## config.mk

```make
export PLATFORM = sky130hd
export DESIGN_NAME = debug_unit
export DESIGN_NICKNAME = d
export VERILOG_FILES = /design/src/common/debug_pkg.sv /design/src/verilog/debug_unit.sv /design/src/verilog/debug_report.sv /design/src/verilog/debug_exec.sv /design/src/verilog/debug_cmd_decode.sv /design/src/uart/uart_tx.sv /design/src/uart/uart_rx.sv
export VERILOG_INCLUDE_DIRS = /design/src /design/src/common
export SDC_FILE = /design/constraint.sdc
export NUM_CORES = 1
export LEC_CHECK = 0
export ABC_CLOCK_PERIOD_IN_PS = 5290
export BUFFER_PORTS_ARGS = -buffer_cell sky130_fd_sc_hd__buf_2
export CAP_MARGIN = 25
export CORE_UTILIZATION = 30
export CTS_CLUSTER_SIZE = 30
export DETAILED_ROUTE_END_ITERATION = 8
export GPL_ROUTABILITY_DRIVEN = 0
export GPL_TIMING_DRIVEN = 1
export SYNTH_ARGS = -nofsm -noshare
export SYNTH_HDL_FRONTEND = slang
export SYNTH_HIERARCHICAL = 1
export SYNTH_SLANG_ARGS = --single-unit
```

## constraint.sdc

```tcl
create_clock -name clk -period 5.29 [get_ports clk]
set_clock_uncertainty 0.2 [all_clocks]
set_input_delay 1.3225 -clock clk [delete_from_list [all_inputs] [get_ports clk]]
set_output_delay 1.3225 -clock clk [all_outputs]
set_load 0.005 [all_outputs]
```

## src/common/debug_settings.svh

```systemverilog
`ifndef DEBUG_SETTINGS_SVH
`define DEBUG_SETTINGS_SVH

// width of a CPU word, a breakpoint and a program word
`define DBG_ISA_WIDTH 32

// clock cycles per UART bit
// 868 would suit 115200 baud from a 100 MHz clock
`define DBG_CLKS_PER_BIT 16

// program memory address width, in words
`define DBG_ADDR_WIDTH 14

`endif
```

## src/common/debug_pkg.sv

```systemverilog
`include "debug_settings.svh"

package debug_pkg;

    // opcodes on the serial link
    typedef enum logic [7:0] {
        op_signal  = 8'h01, // cpu state frame to the host
        op_ok      = 8'h02, // ping reply to the host
        op_ping    = 8'h03,
        op_pause   = 8'h04,
        op_resume  = 8'h05, // followed by a 4-byte breakpoint
        op_next    = 8'h06,
        op_program = 8'h07  // followed by words until the line idles
    } dbg_opcode_t;

    typedef struct packed {
        logic [`DBG_ISA_WIDTH-1:0] pc;
        logic [`DBG_ISA_WIDTH-1:0] instruction;
        logic [`DBG_ISA_WIDTH-1:0] wb_result;
    } cpu_probe_t;

    typedef struct packed {
        logic                       we;
        logic [`DBG_ADDR_WIDTH-1:0] addr;
        logic [`DBG_ISA_WIDTH-1:0]  data;
    } mem_write_t;

    typedef struct packed {
        logic                      ping;
        logic                      pause;
        logic                      resume;
        logic                      next;
        logic                      program_start;
        logic                      program_word;
        logic                      program_end;
        logic [`DBG_ISA_WIDTH-1:0] word;          // breakpoint or program word
    } dbg_cmd_t;

endpackage

```

## src/verilog/debug_unit.sv

```systemverilog
`timescale 1ns/1ps
`include "debug_settings.svh"

module debug_unit (
    input  logic                      clk,
    input  logic                      rst_n,
    input  logic                      uart_rx,
    output logic                      uart_tx,
    input  logic [`DBG_ISA_WIDTH-1:0] pc_next,
    input  debug_pkg::cpu_probe_t     probe,
    output debug_pkg::mem_write_t     mem_write,
    output logic                      program_active,
    output logic                      program_done,
    output logic                      debug_pause
);

    import debug_pkg::*;

    logic       rx_valid;
    logic [7:0] rx_byte;
    logic       rx_idle;
    dbg_cmd_t   cmd;           // decode to exec and report
    logic       frame_start;

    uart_rx uart_rx_i (
        .clk      (clk),
        .rst_n    (rst_n),
        .uart_rx  (uart_rx),
        .rx_valid (rx_valid),
        .rx_byte  (rx_byte),
        .rx_idle  (rx_idle)
    );

    debug_cmd_decode cmd_decode_i (
        .clk      (clk),
        .rst_n    (rst_n),
        .rx_valid (rx_valid),
        .rx_byte  (rx_byte),
        .rx_idle  (rx_idle),
        .cmd      (cmd)
    );

    debug_exec exec_i (
        .clk            (clk),
        .rst_n          (rst_n),
        .cmd            (cmd),
        .pc_next        (pc_next),
        .debug_pause    (debug_pause),
        .mem_write      (mem_write),
        .program_active (program_active),
        .program_done   (program_done),
        .frame_start    (frame_start)
    );

    debug_report report_i (
        .clk         (clk),
        .rst_n       (rst_n),
        .frame_start (frame_start),
        .ping        (cmd.ping),
        .probe       (probe),
        .uart_tx     (uart_tx)
    );

endmodule

```

## src/verilog/debug_report.sv

```systemverilog
`timescale 1ns/1ps

module debug_report (
    input  logic                  clk,
    input  logic                  rst_n,
    input  logic                  frame_start,
    input  logic                  ping,
    input  debug_pkg::cpu_probe_t probe,
    output logic                  uart_tx
);

    import debug_pkg::*;

    localparam int PROBE_W     = $bits(cpu_probe_t);
    localparam int FRAME_BYTES = 1 + PROBE_W / 8;  // opcode plus probe words

    typedef enum logic [1:0] {rp_idle, rp_signal, rp_ping} rp_state_t;

    rp_state_t          state;
    logic [PROBE_W-1:0] frame_sr;
    logic [3:0]         byte_cnt;  // bytes handed to the transmitter
    logic               tx_start;
    logic [7:0]         tx_byte;
    logic               tx_busy;
    logic               tx_done;
    logic               take_frame;
    logic               take_ping;
    logic               next_byte;

    assign take_frame = (state == rp_idle) && !tx_busy && frame_start;
    assign take_ping  = (state == rp_idle) && !tx_busy && !frame_start && ping;
    assign next_byte  = (state == rp_signal) && tx_done;

    always_ff @(posedge clk or negedge rst_n) begin
        if (!rst_n) begin
            state    <= rp_idle;
            byte_cnt <= '0;
            tx_start <= 1'b0;
        end else begin
            tx_start <= 1'b0;
            case (state)
                rp_idle: begin
                    if (take_frame) begin
                        state    <= rp_signal;
                        byte_cnt <= 4'd1;
                        tx_start <= 1'b1;
                    end else if (take_ping) begin
                        state    <= rp_ping;
                        tx_start <= 1'b1;
                    end
                end
                rp_signal: if (next_byte) begin
                    if (byte_cnt == 4'(FRAME_BYTES)) begin
                        state <= rp_idle;
                    end else begin
                        byte_cnt <= byte_cnt + 1'b1;
                        tx_start <= 1'b1;
                    end
                end
                rp_ping: if (tx_done) state <= rp_idle;
                default: state <= rp_idle;
            endcase
        end
    end

    // probe captured once, then shifted out lowest byte first
    always_ff @(posedge clk) begin
        if (take_frame) begin
            frame_sr <= {probe.wb_result, probe.instruction, probe.pc};
            tx_byte  <= op_signal;
        end else if (take_ping) begin
            tx_byte <= op_ok;
        end else if (next_byte) begin
            tx_byte  <= frame_sr[7:0];
            frame_sr <= frame_sr >> 8;
        end
    end

    uart_tx uart_tx_i (
        .clk      (clk),
        .rst_n    (rst_n),
        .tx_start (tx_start),
        .tx_byte  (tx_byte),
        .uart_tx  (uart_tx),
        .tx_busy  (tx_busy),
        .tx_done  (tx_done)
    );

endmodule

```

## src/verilog/debug_exec.sv

```systemverilog
`timescale 1ns/1ps
`include "debug_settings.svh"

module debug_exec (
    input  logic                      clk,
    input  logic                      rst_n,
    input  debug_pkg::dbg_cmd_t       cmd,
    input  logic [`DBG_ISA_WIDTH-1:0] pc_next,
    output logic                      debug_pause,
    output debug_pkg::mem_write_t     mem_write,
    output logic                      program_active,
    output logic                      program_done,
    output logic                      frame_start
);

    logic [`DBG_ISA_WIDTH-1:0]  breakpoint;
    logic                       step_pending;
    logic [`DBG_ADDR_WIDTH-1:0] prog_addr;     // last written word address
    logic                       stop_event;

    // cpu reached the breakpoint or finished a single step
    assign stop_event = !debug_pause && ((pc_next == breakpoint) || step_pending);

    always_ff @(posedge clk or negedge rst_n) begin
        if (!rst_n) begin
            debug_pause    <= 1'b1;
            breakpoint     <= '0;
            step_pending   <= 1'b0;
            prog_addr      <= '1;
            mem_write      <= '0;
            program_active <= 1'b0;
            program_done   <= 1'b0;
            frame_start    <= 1'b0;
        end else begin
            mem_write.we <= 1'b0;
            program_done <= 1'b0;
            frame_start  <= 1'b0;

            if (stop_event) begin
                debug_pause  <= 1'b1;
                frame_start  <= 1'b1;
                step_pending <= 1'b0;
            end

            if (cmd.pause) begin
                debug_pause <= 1'b1;
                frame_start <= 1'b1;
            end
            if (cmd.next) begin                     // run for one cycle
                debug_pause  <= 1'b0;
                step_pending <= 1'b1;
            end
            if (cmd.resume) begin
                breakpoint  <= cmd.word;
                debug_pause <= 1'b0;
            end

            if (cmd.program_start) program_active <= 1'b1;
            if (cmd.program_word) begin
                mem_write.we   <= 1'b1;
                mem_write.addr <= prog_addr + 1'b1;
                mem_write.data <= cmd.word;
                prog_addr      <= prog_addr + 1'b1;
            end
            if (cmd.program_end) begin
                program_active <= 1'b0;
                program_done   <= 1'b1;
                debug_pause    <= 1'b0;
                breakpoint     <= '0;
                prog_addr      <= '1;
            end
        end
    end

endmodule

```

## src/verilog/debug_cmd_decode.sv

```systemverilog
`timescale 1ns/1ps
`include "debug_settings.svh"

module debug_cmd_decode (
    input  logic                clk,
    input  logic                rst_n,
    input  logic                rx_valid,
    input  logic [7:0]          rx_byte,
    input  logic                rx_idle,
    output debug_pkg::dbg_cmd_t cmd
);

    import debug_pkg::*;

    localparam int WORD_BYTES = `DBG_ISA_WIDTH / 8;
    localparam int IDX_W      = $clog2(WORD_BYTES);
    localparam logic [IDX_W-1:0] LAST_BYTE = IDX_W'(WORD_BYTES - 1);

    typedef enum logic [1:0] {st_opcode, st_breakpoint, st_program} dec_state_t;

    dec_state_t                state;
    dbg_opcode_t               opcode;
    logic [IDX_W-1:0]          byte_idx;
    logic [`DBG_ISA_WIDTH-1:0] word_sr;
    logic [`DBG_ISA_WIDTH-1:0] word_next;

    assign opcode    = dbg_opcode_t'(rx_byte);
    assign word_next = {rx_byte, word_sr[`DBG_ISA_WIDTH-1:8]}; // little endian

    always_ff @(posedge clk) begin
        if (rx_valid) word_sr <= word_next;
    end

    always_ff @(posedge clk or negedge rst_n) begin
        if (!rst_n) begin
            state    <= st_opcode;
            byte_idx <= '0;
            cmd      <= '0;
        end else begin
            cmd.ping          <= 1'b0;
            cmd.pause         <= 1'b0;
            cmd.resume        <= 1'b0;
            cmd.next          <= 1'b0;
            cmd.program_start <= 1'b0;
            cmd.program_word  <= 1'b0;
            cmd.program_end   <= 1'b0;
            case (state)
                st_opcode: if (rx_valid) begin
                    byte_idx <= '0;
                    case (opcode)
                        op_ping:   cmd.ping  <= 1'b1;
                        op_pause:  cmd.pause <= 1'b1;
                        op_next:   cmd.next  <= 1'b1;
                        op_resume: state     <= st_breakpoint;
                        op_program: begin
                            cmd.program_start <= 1'b1;
                            state             <= st_program;
                        end
                        default: ;                  // unknown byte dropped
                    endcase
                end
                st_breakpoint: if (rx_valid) begin
                    byte_idx <= byte_idx + 1'b1;
                    if (byte_idx == LAST_BYTE) begin
                        cmd.resume <= 1'b1;
                        cmd.word   <= word_next;
                        state      <= st_opcode;
                    end
                end
                st_program: begin
                    if (rx_idle) begin              // quiet line ends the load
                        cmd.program_end <= 1'b1;
                        byte_idx        <= '0;
                        state           <= st_opcode;
                    end else if (rx_valid) begin
                        byte_idx <= byte_idx + 1'b1;
                        if (byte_idx == LAST_BYTE) begin
                            cmd.program_word <= 1'b1;
                            cmd.word         <= word_next;
                        end
                    end
                end
                default: state <= st_opcode;
            endcase
        end
    end

endmodule

```

## src/uart/uart_tx.sv

```systemverilog
`timescale 1ns/1ps
`include "debug_settings.svh"

module uart_tx (
    input  logic       clk,
    input  logic       rst_n,
    input  logic       tx_start,
    input  logic [7:0] tx_byte,
    output logic       uart_tx,
    output logic       tx_busy,
    output logic       tx_done
);

    localparam int CLKS  = `DBG_CLKS_PER_BIT;
    localparam int CNT_W = $clog2(CLKS);
    localparam logic [CNT_W-1:0] FULL = CNT_W'(CLKS - 1);

    logic [CNT_W-1:0] cnt;
    logic [3:0]       bit_idx;    // 0 start, 1..8 data, 9 stop
    logic [8:0]       shift;      // data bits and stop bit still to go
    logic             load;
    logic             advance;

    assign load    = tx_start && !tx_busy;
    assign advance = tx_busy && (cnt == FULL) && (bit_idx != 4'd9);

    always_ff @(posedge clk or negedge rst_n) begin
        if (!rst_n) begin
            uart_tx <= 1'b1;
            tx_busy <= 1'b0;
            tx_done <= 1'b0;
            cnt     <= '0;
            bit_idx <= '0;
        end else begin
            tx_done <= 1'b0;
            if (load) begin
                uart_tx <= 1'b0;          // start bit
                tx_busy <= 1'b1;
                cnt     <= '0;
                bit_idx <= '0;
            end else if (tx_busy) begin
                cnt <= cnt + 1'b1;
                if (cnt == FULL) begin
                    cnt <= '0;
                    if (bit_idx == 4'd9) begin
                        tx_busy <= 1'b0;
                        tx_done <= 1'b1;  // end of stop bit
                        uart_tx <= 1'b1;
                    end else begin
                        uart_tx <= shift[0];
                        bit_idx <= bit_idx + 1'b1;
                    end
                end
            end
        end
    end

    always_ff @(posedge clk) begin
        if (load) begin
            shift <= {1'b1, tx_byte};
        end else if (advance) begin
            shift <= {1'b1, shift[8:1]};
        end
    end

endmodule

```

## src/uart/uart_rx.sv

```systemverilog
`timescale 1ns/1ps
`include "debug_settings.svh"

module uart_rx (
    input  logic       clk,
    input  logic       rst_n,
    input  logic       uart_rx,
    output logic       rx_valid,
    output logic [7:0] rx_byte,
    output logic       rx_idle
);

    localparam int CLKS  = `DBG_CLKS_PER_BIT;
    localparam int CNT_W = $clog2(CLKS);
    localparam logic [CNT_W-1:0] FULL = CNT_W'(CLKS - 1);
    localparam logic [CNT_W-1:0] HALF = CNT_W'(CLKS / 2 - 1);

    typedef enum logic [2:0] {st_idle, st_start, st_data, st_stop, st_wait} rx_state_t;

    rx_state_t        state;
    logic             rx_meta;
    logic             rx_s;
    logic [CNT_W-1:0] cnt;
    logic [3:0]       bit_idx;    // data bit index, then bit periods while waiting
    logic [7:0]       rx_shift;
    logic             sample_bit;
    logic             stop_hit;

    assign sample_bit = (state == st_data) && (cnt == FULL);
    assign stop_hit   = (state == st_stop) && (cnt == FULL);

    always_ff @(posedge clk or negedge rst_n) begin
        if (!rst_n) begin
            rx_meta <= 1'b1;
            rx_s    <= 1'b1;
        end else begin
            rx_meta <= uart_rx;
            rx_s    <= rx_meta;
        end
    end

    always_ff @(posedge clk or negedge rst_n) begin
        if (!rst_n) begin
            state    <= st_idle;
            cnt      <= '0;
            bit_idx  <= '0;
            rx_valid <= 1'b0;
            rx_idle  <= 1'b0;
        end else begin
            rx_valid <= 1'b0;
            rx_idle  <= 1'b0;
            cnt      <= cnt + 1'b1;
            case (state)
                st_idle: begin
                    cnt     <= '0;
                    bit_idx <= '0;
                    if (!rx_s) state <= st_start;
                end
                st_start: if (cnt == HALF) begin
                    cnt   <= '0;
                    state <= rx_s ? st_idle : st_data; // high at midpoint is a glitch
                end
                st_data: if (sample_bit) begin
                    cnt     <= '0;
                    bit_idx <= bit_idx + 1'b1;
                    if (bit_idx == 4'd7) state <= st_stop;
                end
                st_stop: if (stop_hit) begin
                    cnt      <= '0;
                    bit_idx  <= '0;
                    rx_valid <= 1'b1;
                    state    <= st_wait;
                end
                st_wait: begin
                    if (!rx_s) begin                  // next start bit
                        cnt     <= '0;
                        bit_idx <= '0;
                        state   <= st_start;
                    end else if (cnt == FULL) begin
                        cnt     <= '0;
                        bit_idx <= bit_idx + 1'b1;
                        if (bit_idx == 4'd9) begin    // one byte time of high line
                            rx_idle <= 1'b1;
                            state   <= st_idle;
                        end
                    end
                end
                default: state <= st_idle;
            endcase
        end
    end

    always_ff @(posedge clk) begin
        if (sample_bit) rx_shift <= {rx_s, rx_shift[7:1]}; // lsb first
        if (stop_hit) rx_byte <= rx_shift;
    end

endmodule

```

; Word-level counts from Yosys, hierarchy flattened
; Index checks and enable logic that the tools add are counted.
; W data, S select, Z words.
[classes]
n_mux = 113
eq_ne = 44
add_sub_neg = 7
n_reduce_logical = 43
[op_table]
columns = cell, n
row1 = $mux W96, 3
row2 = $mux W32, 5
row3 = $mux W4, 19
row4 = $pmux W32 S2, 1
row5 = $mux W47, 1
row6 = $mux W1, 43
row7 = $mux W2, 20
row8 = $eq A32 B32 Y1, 1
row9 = $eq A8 B3 Y1 const B, 4
row10 = $mux W14, 2
row11 = $mux W3, 8
row12 = $reduce_bool A2 Y1, 11
row13 = $add A4 B1 Y4 const B, 5
row14 = $eq A4 B4 Y1 const B, 5
row15 = $ne A2 B2 Y1 const B, 10
row16 = $pmux W4 S5, 1
row17 = $pmux W2 S3, 3
row18 = $mux W8, 2
row19 = $pmux W4 S4, 1
row20 = $pmux W3 S5, 1
row21 = $add A14 B1 Y14 const B, 1
row22 = $ne A2 B1 Y1 const B, 7
row23 = $reduce_and A4 Y1, 3
row24 = $logic_and A1 B1 Y1, 11
row25 = 26 further kinds, 39
[totals]
out_inout_bits = 51
register_bits = 334
inputBits = 131
wordCells = 249

; Longest topological paths before layout
; Gate-level depths: netlist (run 1).
[depth]
depth_word = 8
mapped_depth = 7
ltp_nobuf = 6

; By module
; Netlist (run 1), hierarchy kept.
[modules_own_cells]
columns = module, area_each_um2, cells_per_inst, n_inst
row1 = debug_report, 4783.3, 466, 1
row2 = debug_exec, 4380.5, 363, 1
row3 = debug_cmd_decode, 2487.4, 144, 1
row4 = uart_rx, 1303.8, 97, 1
row5 = uart_tx, 940.9, 70, 1

; Least setup slack after synthesis (run 1)
; Ideal clock, no wire load.
[synth_path]
path_kind = reg2reg
start = reg report_i.state[0]
end = reg report_i.frame_sr[0] (enable)
slack_ns = 1.176
n_path_buf = 4
setup_time_ns = 0.458
t_arrival_ns = 3.455
stages_incl_launch_ff = 7
synth_period_minus_slack_ns = 4.114
cell_sequence = dfrtp_1 buf_6 or4b_4 clkbuf_2 buf_6 buf_6 nand2_1
[synth_via]
elab_chain_cells = 6
elab_cells_between_ends = 10
cone_classes = eq/ne: 2 / reduce/logical: 8
[synth_lines]
columns = element, line_no
row1 = from (decl), debug_report.sv:19  ; rp_state_t state;
row2 = from (signal assigned), debug_report.sv:36  ; state <= rp_idle;
row3 = from (signal assigned), debug_report.sv:44  ; state <= rp_signal;
row4 = from (signal assigned), debug_report.sv:48  ; state <= rp_ping;
row5 = $logic_not A2 Y1, "debug_report.sv:30, debug_report.sv:31"
row6 = $logic_and A1 B1 Y1, "debug_report.sv:30, debug_report.sv:31"
row7 = $logic_and A1 B1 Y1 (2 in a row), debug_report.sv:31  ; assign take_ping = (state == rp_idle) && !tx_busy && !frame_start && ping;
row8 = $ne A2 B1 Y1 (no line), -
row9 = $reduce_and A2 Y1 (no line) *, -
row10 = to (signal assigned), debug_report.sv:69  ; frame_sr <= {probe.wb_result, probe.instruction, probe.pc};
row11 = to (signal assigned), debug_report.sv:75  ; frame_sr <= frame_sr >> 8;
row12 = to (decl), debug_report.sv:20  ; logic [PROBE_W-1:0] frame_sr;
; Every way passes the cells marked *; elsewhere a longest branch is shown, timed or not.
; A chain may end at the register's enable or synchronous reset.

; Final worst setup path (run 1)
[layout_path]
start = reg report_i.uart_tx_i.tx_busy
end = reg report_i.frame_sr[55] (enable)
[layout_via]
elab_chain_cells = 6
elab_cells_between_ends = 8
cone_classes = eq/ne: 1 / reduce/logical: 7
[layout_lines]
columns = element, line_no
row1 = from (decl), uart_tx.sv:10  ; output logic tx_busy,
row2 = from (signal assigned), uart_tx.sv:30  ; tx_busy <= 1'b0;
row3 = from (signal assigned), uart_tx.sv:38  ; tx_busy <= 1'b1;
row4 = from (signal assigned), uart_tx.sv:46  ; tx_busy <= 1'b0;
row5 = $logic_not A1 Y1 *, "debug_report.sv:30, debug_report.sv:31"
row6 = $logic_and A1 B1 Y1 *, "debug_report.sv:30, debug_report.sv:31"
row7 = $logic_and A1 B1 Y1 (2 in a row), debug_report.sv:31
row8 = $ne A2 B1 Y1 (no line), -
row9 = $reduce_and A2 Y1 (no line) *, -
; Marked as above.

==> results.json, run 1 <==
{
  "finalCritPeriodShare": 0.537,
  "rsz0062_at_grt": "false",
  "post_cts_buffers": 0,
  "finalSetupViolCount": 0,
  "worstPathMaxFanout": 71,
  "std_cell_rows": 78,
  "ys_seq_area_frac": 0.638,
  "synth.area.top_cells": "edfxtp_1 (31%), dfrtp_1 (28%), nand2_1 (8.2%)",
  "fmax_ghz": 0.352,
  "h-tree-depth": 2,
  "dpl.hpwl_mm": 19.5,
  "cp.arrival_ps": 2850,
  "first_pass_iters": 5,
  "synth_flop_cell": "dfrtp_1",
  "worst_pin_slew_ps": 962,
  "critPathRequiredTime_ps": 5300,
  "final-max-slew-violation-count": 0,
  "fin_tns_setup_ps": 0,
  "syn_area_um2": 13900,
  "power.total_mw": 5.54,
  "start_util": 0.305,
  "antenna_found_initial": 10,
  "synth.largest_area_cell": "edfxtp_1",
  "instances_no_fill": 1950,
  "crit_path_start_kind": "flip-flop",
  "root_buffer": "clkbuf_16",
  "clk_latency_ps": 540,
  "portBuffers": 181,
  "wl_per_cell_um": 15.2,
  "ys_seq_elements": 326,
  "drc": 0,
  "clock_path_buffers": 3,
  "fin_nets": 1462,
  "hold_buffers": 0,
  "overflow": 0,
  "p_leak_nw": 7.29,
  "crit_path_cell_trace": "or4b_4 -> nand2_4 -> buf_4",
  "min_path_type": "flip-flop to flip-flop",
  "ant_nets": 0,
  "worstSetupEndpointType": "flip-flop",
  "ys_async_sr_fraction": 0.534,
  "cts_buffers": 37,
  "grt_pass1_wl_mm": 48.2,
  "slowest_stage": "nand2_4",
  "critPathKind": "flip-flop to flip-flop",
  "synthTopCellsByCount": "nand2_1 (303), dfrtp_1 (156), edfxtp_1 (144)",
  "grt_pass1_vias": 8931,
  "vias_per_cell": 4.54,
  "io_pins": 182,
  "die_w_um": 217,
  "timing.hold.ws_ps": 155,
  "fp.coreArea_um2": 45600,
  "vias": 8844,
  "yosysUniqueCellTypes": 78,
  "synth.most_common_cell": "nand2_1",
  "syn_to_final_growth_pct": 19.5,
  "dieArea_um2": 47200,
  "maxCapViolCount": 0,
  "synth.avg_cell_area_um2": 12.2,
  "status": "complete, no violations",
  "cts.sinks": 326,
  "synth_cells": 1140,
  "cts_tree": "built",
  "vdd_drop_max_mv": 0.214,
  "die_h_um": 217,
  "synth_top_area_share": 0.311,
  "syn_nets": 1285,
  "drtIter0Drc": 583,
  "maxSlewHeadroom": 0.358,
  "p_per_area_nw_per_um2": 334,
  "hold_viol_final": 0,
  "dpl.cell_count": 1875,
  "yosys_warnings": 6,
  "critPathMaxStageDelay_ps": 700,
  "synth-edff-count": 144,
  "path_clk_slew_ps": 60,
  "drive_above_1_share": 0.267,
  "fin_util": 0.364,
  "cts_resized": 0,
  "period_minus_slack_ps": 2840,
  "grt_start_max_net_pins": 100,
  "grt_usage": 0.127,
  "wl_mm": 29.6
}
## registers in the layout, summed over array words and instances (netlist names), 2 cells and up
register,cells
uart_rx_i/bit_idx,4
report_i/byte_cnt,4
uart_rx_i/rx_shift,8
report_i/uart_tx_i/bit_idx,4
cmd_decode_i/cmd,39
report_i/tx_byte,8
uart_rx_i/rx_byte,8
report_i/state,2
cmd_decode_i/byte_idx,2
uart_rx_i/cnt,4
report_i/frame_sr,96
cmd_decode_i/word_sr,24
exec_i/prog_addr,14
exec_i/mem_write,47
report_i/uart_tx_i/cnt,4
cmd_decode_i/state,2
uart_rx_i/state,3
exec_i/breakpoint,32
report_i/uart_tx_i/shift,8
## cells in the final DEF, fill, tap and decap left out, types with 11 or more instances in the layout
cell / netlist / routed
xnor2_1: 41 / 41
nand2_1: 303 / 302
ha_1: 14 / 14
inv_1: 16 / 16
o21ai_0: 11 / 11
nand2b_1: 16 / 16
clkbuf_16: 0 / 38
edfxtp_1: 144 / 144
dfstp_2: 18 / 18
nor2_1: 59 / 59
a21oi_1: 34 / 34
clkbuf_1: 22 / 14
nand4_1: 15 / 15
and2_1: 11 / 11
nand3_1: 15 / 15
xor2_1: 15 / 15
mux2_2: 67 / 67
mux2i_1: 34 / 34
buf_2: 14 / 180
dfrtp_1: 156 / 154
## cell families (layout without fill, tap and decap cells)
family / after synthesis / in the layout / synth area share
and+or+nand+nor: 476 / 476 / 0.159
DFF: 326 / 326 / 0.638
muxes: 108 / 108 / 0.0858
AOI/OAI and AO/OA: 88 / 88 / 0.0408
buffers and inverters: 72 / 278 / 0.0286
xor gates and xnor gates: 56 / 56 / 0.0353
adders and majority gates: 14 / 14 / 0.0126
other: 0 / 4 / 0
## where the power goes
part,switching (mW),total (mW),leakage [nW],internal (mW)
Clock,1.01,2.55,0.595,1.54
Combinational,0.147,0.269,3.03,0.122
Sequential,0.0516,2.72,3.67,2.67
## path summary, 6_finish.rpt
path                                               endpoint                            startpoint  slack, ps  depth (start not counted)
setup / recovery            report_i/frame_sr[55]$_DFFE_PP_  report_i/uart_tx_i/tx_busy$_DFF_PN0_       2450                          3
hold / removal                     uart_rx_i/rx_s$_DFF_PN1_           uart_rx_i/rx_meta$_DFF_PN1_        160                          0
setup reg to reg            report_i/frame_sr[55]$_DFFE_PP_  report_i/uart_tx_i/tx_busy$_DFF_PN0_       2450                          3
hold reg to reg                    uart_rx_i/rx_s$_DFF_PN1_           uart_rx_i/rx_meta$_DFF_PN1_        160                          0
max in group asynchronous  exec_i/prog_addr[11]$_DFFE_PN1P_                                 rst_n       3200                          2
min in group asynchronous   cmd_decode_i/cmd[2]$_DFFE_PN0P_                                 rst_n        690                          1
## through the flow
| step | instance area [um^2] | setup WS, ps |
|---|---|---|
| 5_1_grt | 16600 | 2270 |
| 4_1_cts | 16500 | 1880 |
| 3_5_place_dp | 15300 | 1910 |
| 6_report | 16600 | 2450 |
| 3_3_place_gp | 15300 | 1980 |
| 2_1_floorplan | 13900 | 1180 |
## metal layers
layer	GRT usage	share of wire
met3	0.0342	0.065
met4	0.0340	0.019
met5	0	0.0022
met2	0.198	0.45
met1	0.173	0.46
## cell type report
class	count	area (um^2)
well taps	600	751
inverters	17	63.8
flip-flops and latches	326	8860
multi-input cells	742	4650
diodes	4	10.0
clock inverters	12	165
fillers	4428	29000
repair buffers	193	1050
clock buffers	56	1060
## critical path: cells and delay by family (launching register included)
| family | cells | cell delay (ps) |
|---|---|---|
| and+or+nand+nor | 2 | 1330 |
| DFF | 1 | 560 |
| buffers and inverters | 1 | 370 |
Note: power is estimated with default switching activity, not from simulation.
==> inputs of run 2 (changes only) <==
- ABC_AREA: default -> 1
- ABC_CLOCK_PERIOD_IN_PS: 5290 -> 3000
- clock period: 5.29 -> 3 ns (I/O delays scaled with it)
==> results.json, run 2 <==
{
  "synth.avg_cell_area_um2": 9.99,
  "portBuffers": 181,
  "drive_above_1_share": 0.215,
  "critPathRequiredTime_ps": 2970,
  "largest_register": "report_i/frame_sr",
  "ys_seq_elements": 326,
  "path_clk_slew_ps": 50,
  "antenna_found_initial": 2,
  "fin_nets": 1743,
  "finalCritPeriodShare": 0.747,
  "largest_reg_flops": 96,
  "finalSetupViolCount": 0,
  "grt_pass1_vias": 9779,
  "wl_per_cell_um": 13.9,
  "clk_latency_ps": 540,
  "root_buffer": "clkbuf_16",
  "first_pass_iters": 5,
  "grt_usage": 0.132,
  "clock_path_buffers": 3,
  "overflow": 0,
  "drc": 0,
  "dpl.cell_count": 2165,
  "cts.sinks": 326,
  "fill_cells": 4652,
  "syn_nets": 1554,
  "vias_per_cell": 4.45,
  "vdd_drop_max_mv": 0.425,
  "die_h_um": 219,
  "min_path_type": "input port to flip-flop",
  "ys_async_sr_fraction": 0.534,
  "period_minus_slack_ps": 2240,
  "drtIter0Drc": 736,
  "vias": 9941,
  "regArea_um2": 8860,
  "synthTopCellsByCount": "nand2_1 (551), dfrtp_1 (156), edfxtp_1 (144)",
  "top_regs": "report_i/frame_sr (96), exec_i/mem_write (47), cmd_decode_i/cmd (39)",
  "synth.area.top_cells": "edfxtp_1 (31%), dfrtp_1 (28%), nand2_1 (15%)",
  "instances_no_fill": 2236,
  "multiInputGateArea_um2": 4440,
  "rsz0062_at_grt": "false",
  "ant_nets": 0,
  "synth-edff-count": 144,
  "hold_viol_final": 0,
  "layout_commonest_cell": "nand2_1",
  "syn_to_final_growth_pct": 21.1,
  "grt_pass1_wl_mm": 50.6,
  "post_cts_buffers": 0,
  "syn_area_um2": 14100,
  "p_per_area_nw_per_um2": 601,
  "maxCapViolCount": 0,
  "ys_seq_area_frac": 0.629,
  "h-tree-depth": 2,
  "critPathKind": "flip-flop to flip-flop",
  "dpl.hpwl_mm": 21.6,
  "worstSetupEndpointType": "flip-flop",
  "cp.arrival_ps": 2210,
  "yosys_warnings": 6,
  "fin_util": 0.367,
  "wl_mm": 31.2,
  "std_cell_rows": 79,
  "worstPathMaxFanout": 96,
  "dpl_cell_area_um2": 15700,
  "crit_path_start_kind": "flip-flop",
  "io_pins": 182,
  "cts_buffers": 37,
  "synth_cells": 1409,
  "grt_start_max_net_pins": 99,
  "synth_flop_cell": "dfrtp_1",
  "worst_pin_slew_ps": 868,
  "fmax_ghz": 0.446,
  "status": "complete, no violations",
  "yosysUniqueCellTypes": 41,
  "synth.largest_area_cell": "edfxtp_1",
  "start_util": 0.303,
  "final-max-slew-violation-count": 0,
  "fp.coreArea_um2": 46500,
  "cts_tree": "built",
  "dieArea_um2": 47800,
  "maxSlewHeadroom": 0.421,
  "layout_common_cells": "nand2_1 (550), buf_2 (180), dfrtp_1 (156)",
  "p_leak_nw": 8.03,
  "synth.most_common_cell": "nand2_1",
  "timing.hold.ws_ps": 119,
  "fin_area_um2": 17100,
  "synth_top_area_share": 0.307,
  "die_w_um": 219,
  "fin_tns_setup_ps": 0
}
## run 2: cell types whose count changed in the layout (fill, tap and decap cells not counted), moves of 33 or more
cell	change
nand2_1	+248
inv_1	+119
mux2_2	-67
o21ai_0	+50
mux2i_1	-34
nand3_1	+33
## run 2: what timing repair did
item	4_1_cts	5_1_grt
endpoints found under the setup margin	0	0
gates resized for setup	0	0
hold buffers	1	0
hold endpoints to repair	26	0
## run 2: final timing paths
| path | cells past startpoint | endpoint | from | slack [ps] |
|---|---|---|---|---|
| max in group asynchronous | 3 | exec_i/prog_addr[0]$_DFFE_PN1P_ | rst_n | 1310 |
| worst min register to register | 0 | uart_rx_i/rx_s$_DFF_PN1_ | uart_rx_i/rx_meta$_DFF_PN1_ | 150 |
| min in group asynchronous | 2 | cmd_decode_i/cmd[0]$_DFFE_PN0P_ | rst_n | 540 |
| worst min-delay path | 1 | uart_rx_i/rx_meta$_DFF_PN1_ | uart_rx | 120 |
| worst max-delay path | 5 | report_i/frame_sr[45]$_DFFE_PP_ | report_i/state[0]$_DFFE_PN0P_ | 760 |
| worst max register to register | 5 | report_i/frame_sr[45]$_DFFE_PP_ | report_i/state[0]$_DFFE_PN0P_ | 760 |
## run 2: cell families (layout without fill, tap and decap cells)
| group | count (synthesis) | in the layout | synth area share |
|---|---|---|---|
| compound gates | 115 | 115 | 0.0448 |
| mux | 24 | 24 | 0.0256 |
| buf+inv | 190 | 408 | 0.0559 |
| simple gates | 707 | 707 | 0.211 |
| flops | 326 | 326 | 0.629 |
| xor+xnor | 33 | 33 | 0.0205 |
| fa+ha+maj | 14 | 14 | 0.0124 |
| other cells | 0 | 2 | 0 |
## run 2: metal layers
metal,global-route usage,up-vias,routed length [um]
met2,0.207,287,14200
li1,-,4916,-
met1,0.181,4691,14300
met5,0,-,12
met4,0.0396,2,607
met3,0.0312,45,2060
## run 2: critical path, stage by stage, from the launching register on
cell and delay [ps]:
dfrtp_1 430, inv_1 80, nor2_1 210, nand2_1 310
nand2_4 170, buf_12 400
## run 2: where the power goes
part           switching, mW  total (mW)  leakage (nW)  internal, mW
clock                   1.85        4.98         0.667          3.13
combinational          0.330       0.538          3.68         0.208
sequential            0.0560        4.73          3.68          4.68
## run 2: cell type report
| type | count | share of cell area |
|---|---|---|
| sequential | 326 | 0.520 |
| multi-input combinational | 893 | 0.260 |
| timing repair buffer | 196 | 0.0639 |
| clock buffer | 46 | 0.0598 |
| tap | 607 | 0.0445 |
| inverter | 144 | 0.0317 |
| clock inverter | 22 | 0.0200 |
| antenna | 2 | 0.000293 |
## run 2: metrics by stage
stage	setup WS [ps]	total power, mW
floorplan	44.4	5.13
global placement	690	5.35
detailed placement	706	5.37
CTS	764	10.4
global route	595	10.7
finish	759	10.2
==> inputs of run 3 (changes only) <==
- ABC_AREA: 1 -> 0
- ABC_CLOCK_PERIOD_IN_PS: 3000 -> 2100
- clock period: 3 -> 2.1 ns (I/O delays scaled with it)
==> results.json, run 3 (synthesis gave the netlist of run 1 again) <==
{
  "antenna_found_initial": 15,
  "layout_common_cells": "nand2_1 (302), buf_2 (180), dfrtp_1 (153)",
  "vdd_drop_max_mv": 0.523,
  "hold_viol_final": 0,
  "p_per_area_nw_per_um2": 816,
  "maxSlewHeadroom": 0.647,
  "p_leak_nw": 7.46,
  "status": "complete, no violations",
  "drtIter0Drc": 573,
  "dieArea_um2": 47200,
  "drc": 0,
  "worstPathMaxFanout": 32,
  "h-tree-depth": 2,
  "critPathTopFamily": "buffers and inverters",
  "largest_reg_flops": 96,
  "grt_usage": 0.128,
  "fill_cells": 4403,
  "post_cts_buffers": 0,
  "cp_num_cells": 6,
  "grt_start_max_net_pins": 48,
  "cts_buffers": 38,
  "power.total_mw": 13.8,
  "layout_commonest_cell": "nand2_1",
  "worst_pin_slew_ps": 529,
  "switching_share": 0.219,
  "seqPwrFrac": 0.493,
  "min_path_type": "input port to flip-flop",
  "root_buffer": "clkbuf_16",
  "wl_mm": 29.8,
  "rsz0062_at_grt": "false",
  "io_pins": 182,
  "clkPwrFrac": 0.454,
  "share_comb_of_total_power": 0.053,
  "p_sw_mw": 3.04,
  "std_cell_rows": 78,
  "critPathMaxStageDelay_ps": 370,
  "wl_per_cell_um": 15.0,
  "pre_cts_slack_ps": -35.7,
  "final-max-slew-violation-count": 0,
  "maxCapViolCount": 0,
  "vias_per_cell": 4.55,
  "worst-path-buf-inv": 3,
  "crit_start": "cmd_decode_i/state[1]$_DFFE_PN0P_",
  "cts_resized": 0,
  "portBuffers": 181,
  "worstSetupEndpointType": "flip-flop",
  "dpl.hpwl_mm": 20.7,
  "r2r_end": "cmd_decode_i/cmd[10]$_DFFE_PN0P_",
  "cts.sinks": 326,
  "ant_nets": 0,
  "rr_worst_depth": 6,
  "critPathRequiredTime_ps": 2320,
  "grt_pass1_wl_mm": 48.2,
  "critPathKind": "flip-flop to flip-flop",
  "r2r_start": "cmd_decode_i/state[1]$_DFFE_PN0P_",
  "crit_path_start_kind": "flip-flop",
  "grt_pass1_vias": 9123,
  "top_regs": "report_i/frame_sr (96), exec_i/mem_write (47), cmd_decode_i/cmd (39)",
  "period_minus_slack_ps": 1970,
  "die_h_um": 217,
  "finalSetupViolCount": 0,
  "dpl.cell_count": 1906,
  "largest_register": "report_i/frame_sr",
  "finalCritPeriodShare": 0.939,
  "overflow": 0,
  "clk_latency_ps": 540,
  "cts_tree": "built",
  "worst_slack_ps": 128,
  "cp_common_cell": "inv_1",
  "critPathCapture": "cmd_decode_i/cmd[10]$_DFFE_PN0P_",
  "fin_nets": 1493,
  "drive_above_1_share": 0.283,
  "instances_no_fill": 1983,
  "clock_path_buffers": 3,
  "cp.arrival_ps": 2190,
  "path_clk_slew_ps": 60,
  "crit_path_cell_trace": "inv_1 -> ha_1 -> inv_1 -> nor3_4 -> buf_12 -> mux2_2",
  "slowest_stage": "dfrtp_1",
  "fmax_ghz": 0.507,
  "syn_to_final_growth_pct": 22.1,
  "vias": 9020,
  "p_int_mw": 10.8,
  "start_util": 0.305,
  "fp.coreArea_um2": 45600,
  "r2r_slack_ps": 130,
  "first_pass_iters": 4,
  "die_w_um": 217
}
-- run 3: cell types whose count changed in the layout (fill, tap and decap cells not counted), moves of 16 or more --
cell | before | now
mux2_2 | 0 | 67
nand3_1 | 48 | 15
nand2_1 | 550 | 302
o21ai_0 | 61 | 11
mux2_4 | 24 | 5
nand2b_1 | 0 | 16
mux2i_1 | 0 | 34
buf_4 | 9 | 25
o22ai_1 | 21 | 2
inv_1 | 135 | 16
a21oi_1 | 18 | 34
-- run 3: final cells by class --
type | instances | area [um^2] | area share
antenna | 6 | 15.0 | 0.000885
clock buffer | 53 | 1050 | 0.0618
clock inverter | 16 | 139 | 0.00819
inverter | 17 | 63.8 | 0.00376
multi-input combinational | 742 | 4660 | 0.275
sequential | 326 | 8860 | 0.522
tap | 600 | 751 | 0.0442
timing repair buffer | 223 | 1420 | 0.0837
-- run 3: timing repair --
item	4_1_cts	5_1_grt
setup endpoints to repair	0	2
hold endpoints to repair	157	0
hold buffers	2	0
-- run 3: tightest hold or removal path, cell delays in order --
cell and delay [ps]:
buf_2 70, nand2_1 40, nand2_1 40
-- run 3: worst min-delay path by stage --
| stage | from | cells after the start | end |
|---|---|---|---|
| 6_report | probe[63] | 3 | report_i/frame_sr[63]$_DFFE_PP_ |
| 4_1_cts | probe[63] | 3 | report_i/frame_sr[63]$_DFFE_PP_ |
| 2_1_floorplan | rst_n | 0 | cmd_decode_i/byte_idx[0]$_DFFE_PN0P_ |
| 5_1_grt | probe[63] | 3 | report_i/frame_sr[63]$_DFFE_PP_ |
| 3_5_place_dp | uart_rx_i/rx_meta$_DFF_PN1_ | 0 | uart_rx_i/rx_s$_DFF_PN1_ |
| 3_3_place_gp | uart_rx_i/rx_meta$_DFF_PN1_ | 0 | uart_rx_i/rx_s$_DFF_PN1_ |
-- run 3: power by group through the flow --
stage | registers [mW] | clock network, mW | logic, mW
global route | 6.84 | 6.77 | 0.834
floorplan | 6.90 | 0 | 0.482
detailed placement | 6.95 | 0 | 0.737
CTS | 6.82 | 6.50 | 0.746
global placement | 6.94 | 0 | 0.716
finish | 6.83 | 6.28 | 0.734
-- run 3: metrics by stage --
| step | util | hold WS [ps] | area (um^2) | TNS (ps) |
|---|---|---|---|---|
| after floorplan | - | 29.4 | 13900 | -26710 |
| after global placement | 0.345 | 148 | 15700 | -104 |
| after detailed placement | 0.345 | 147 | 15700 | -35.7 |
| after CTS | 0.372 | 14.5 | 17000 | 0 |
| after global routing | 0.372 | 22.7 | 17000 | 0 |
| final | 0.372 | 46.8 | 17000 | 0 |
-- run 3: layer usage --
| layer | GRT usage | up-vias | part of all wire |
|---|---|---|---|
| li1 | - | 4343 | - |
| met1 | 0.165 | 4350 | 0.45 |
| met2 | 0.201 | 246 | 0.45 |
| met3 | 0.0475 | 65 | 0.077 |
| met4 | 0.0369 | 16 | 0.022 |
| met5 | 0 | - | 0.0037 |
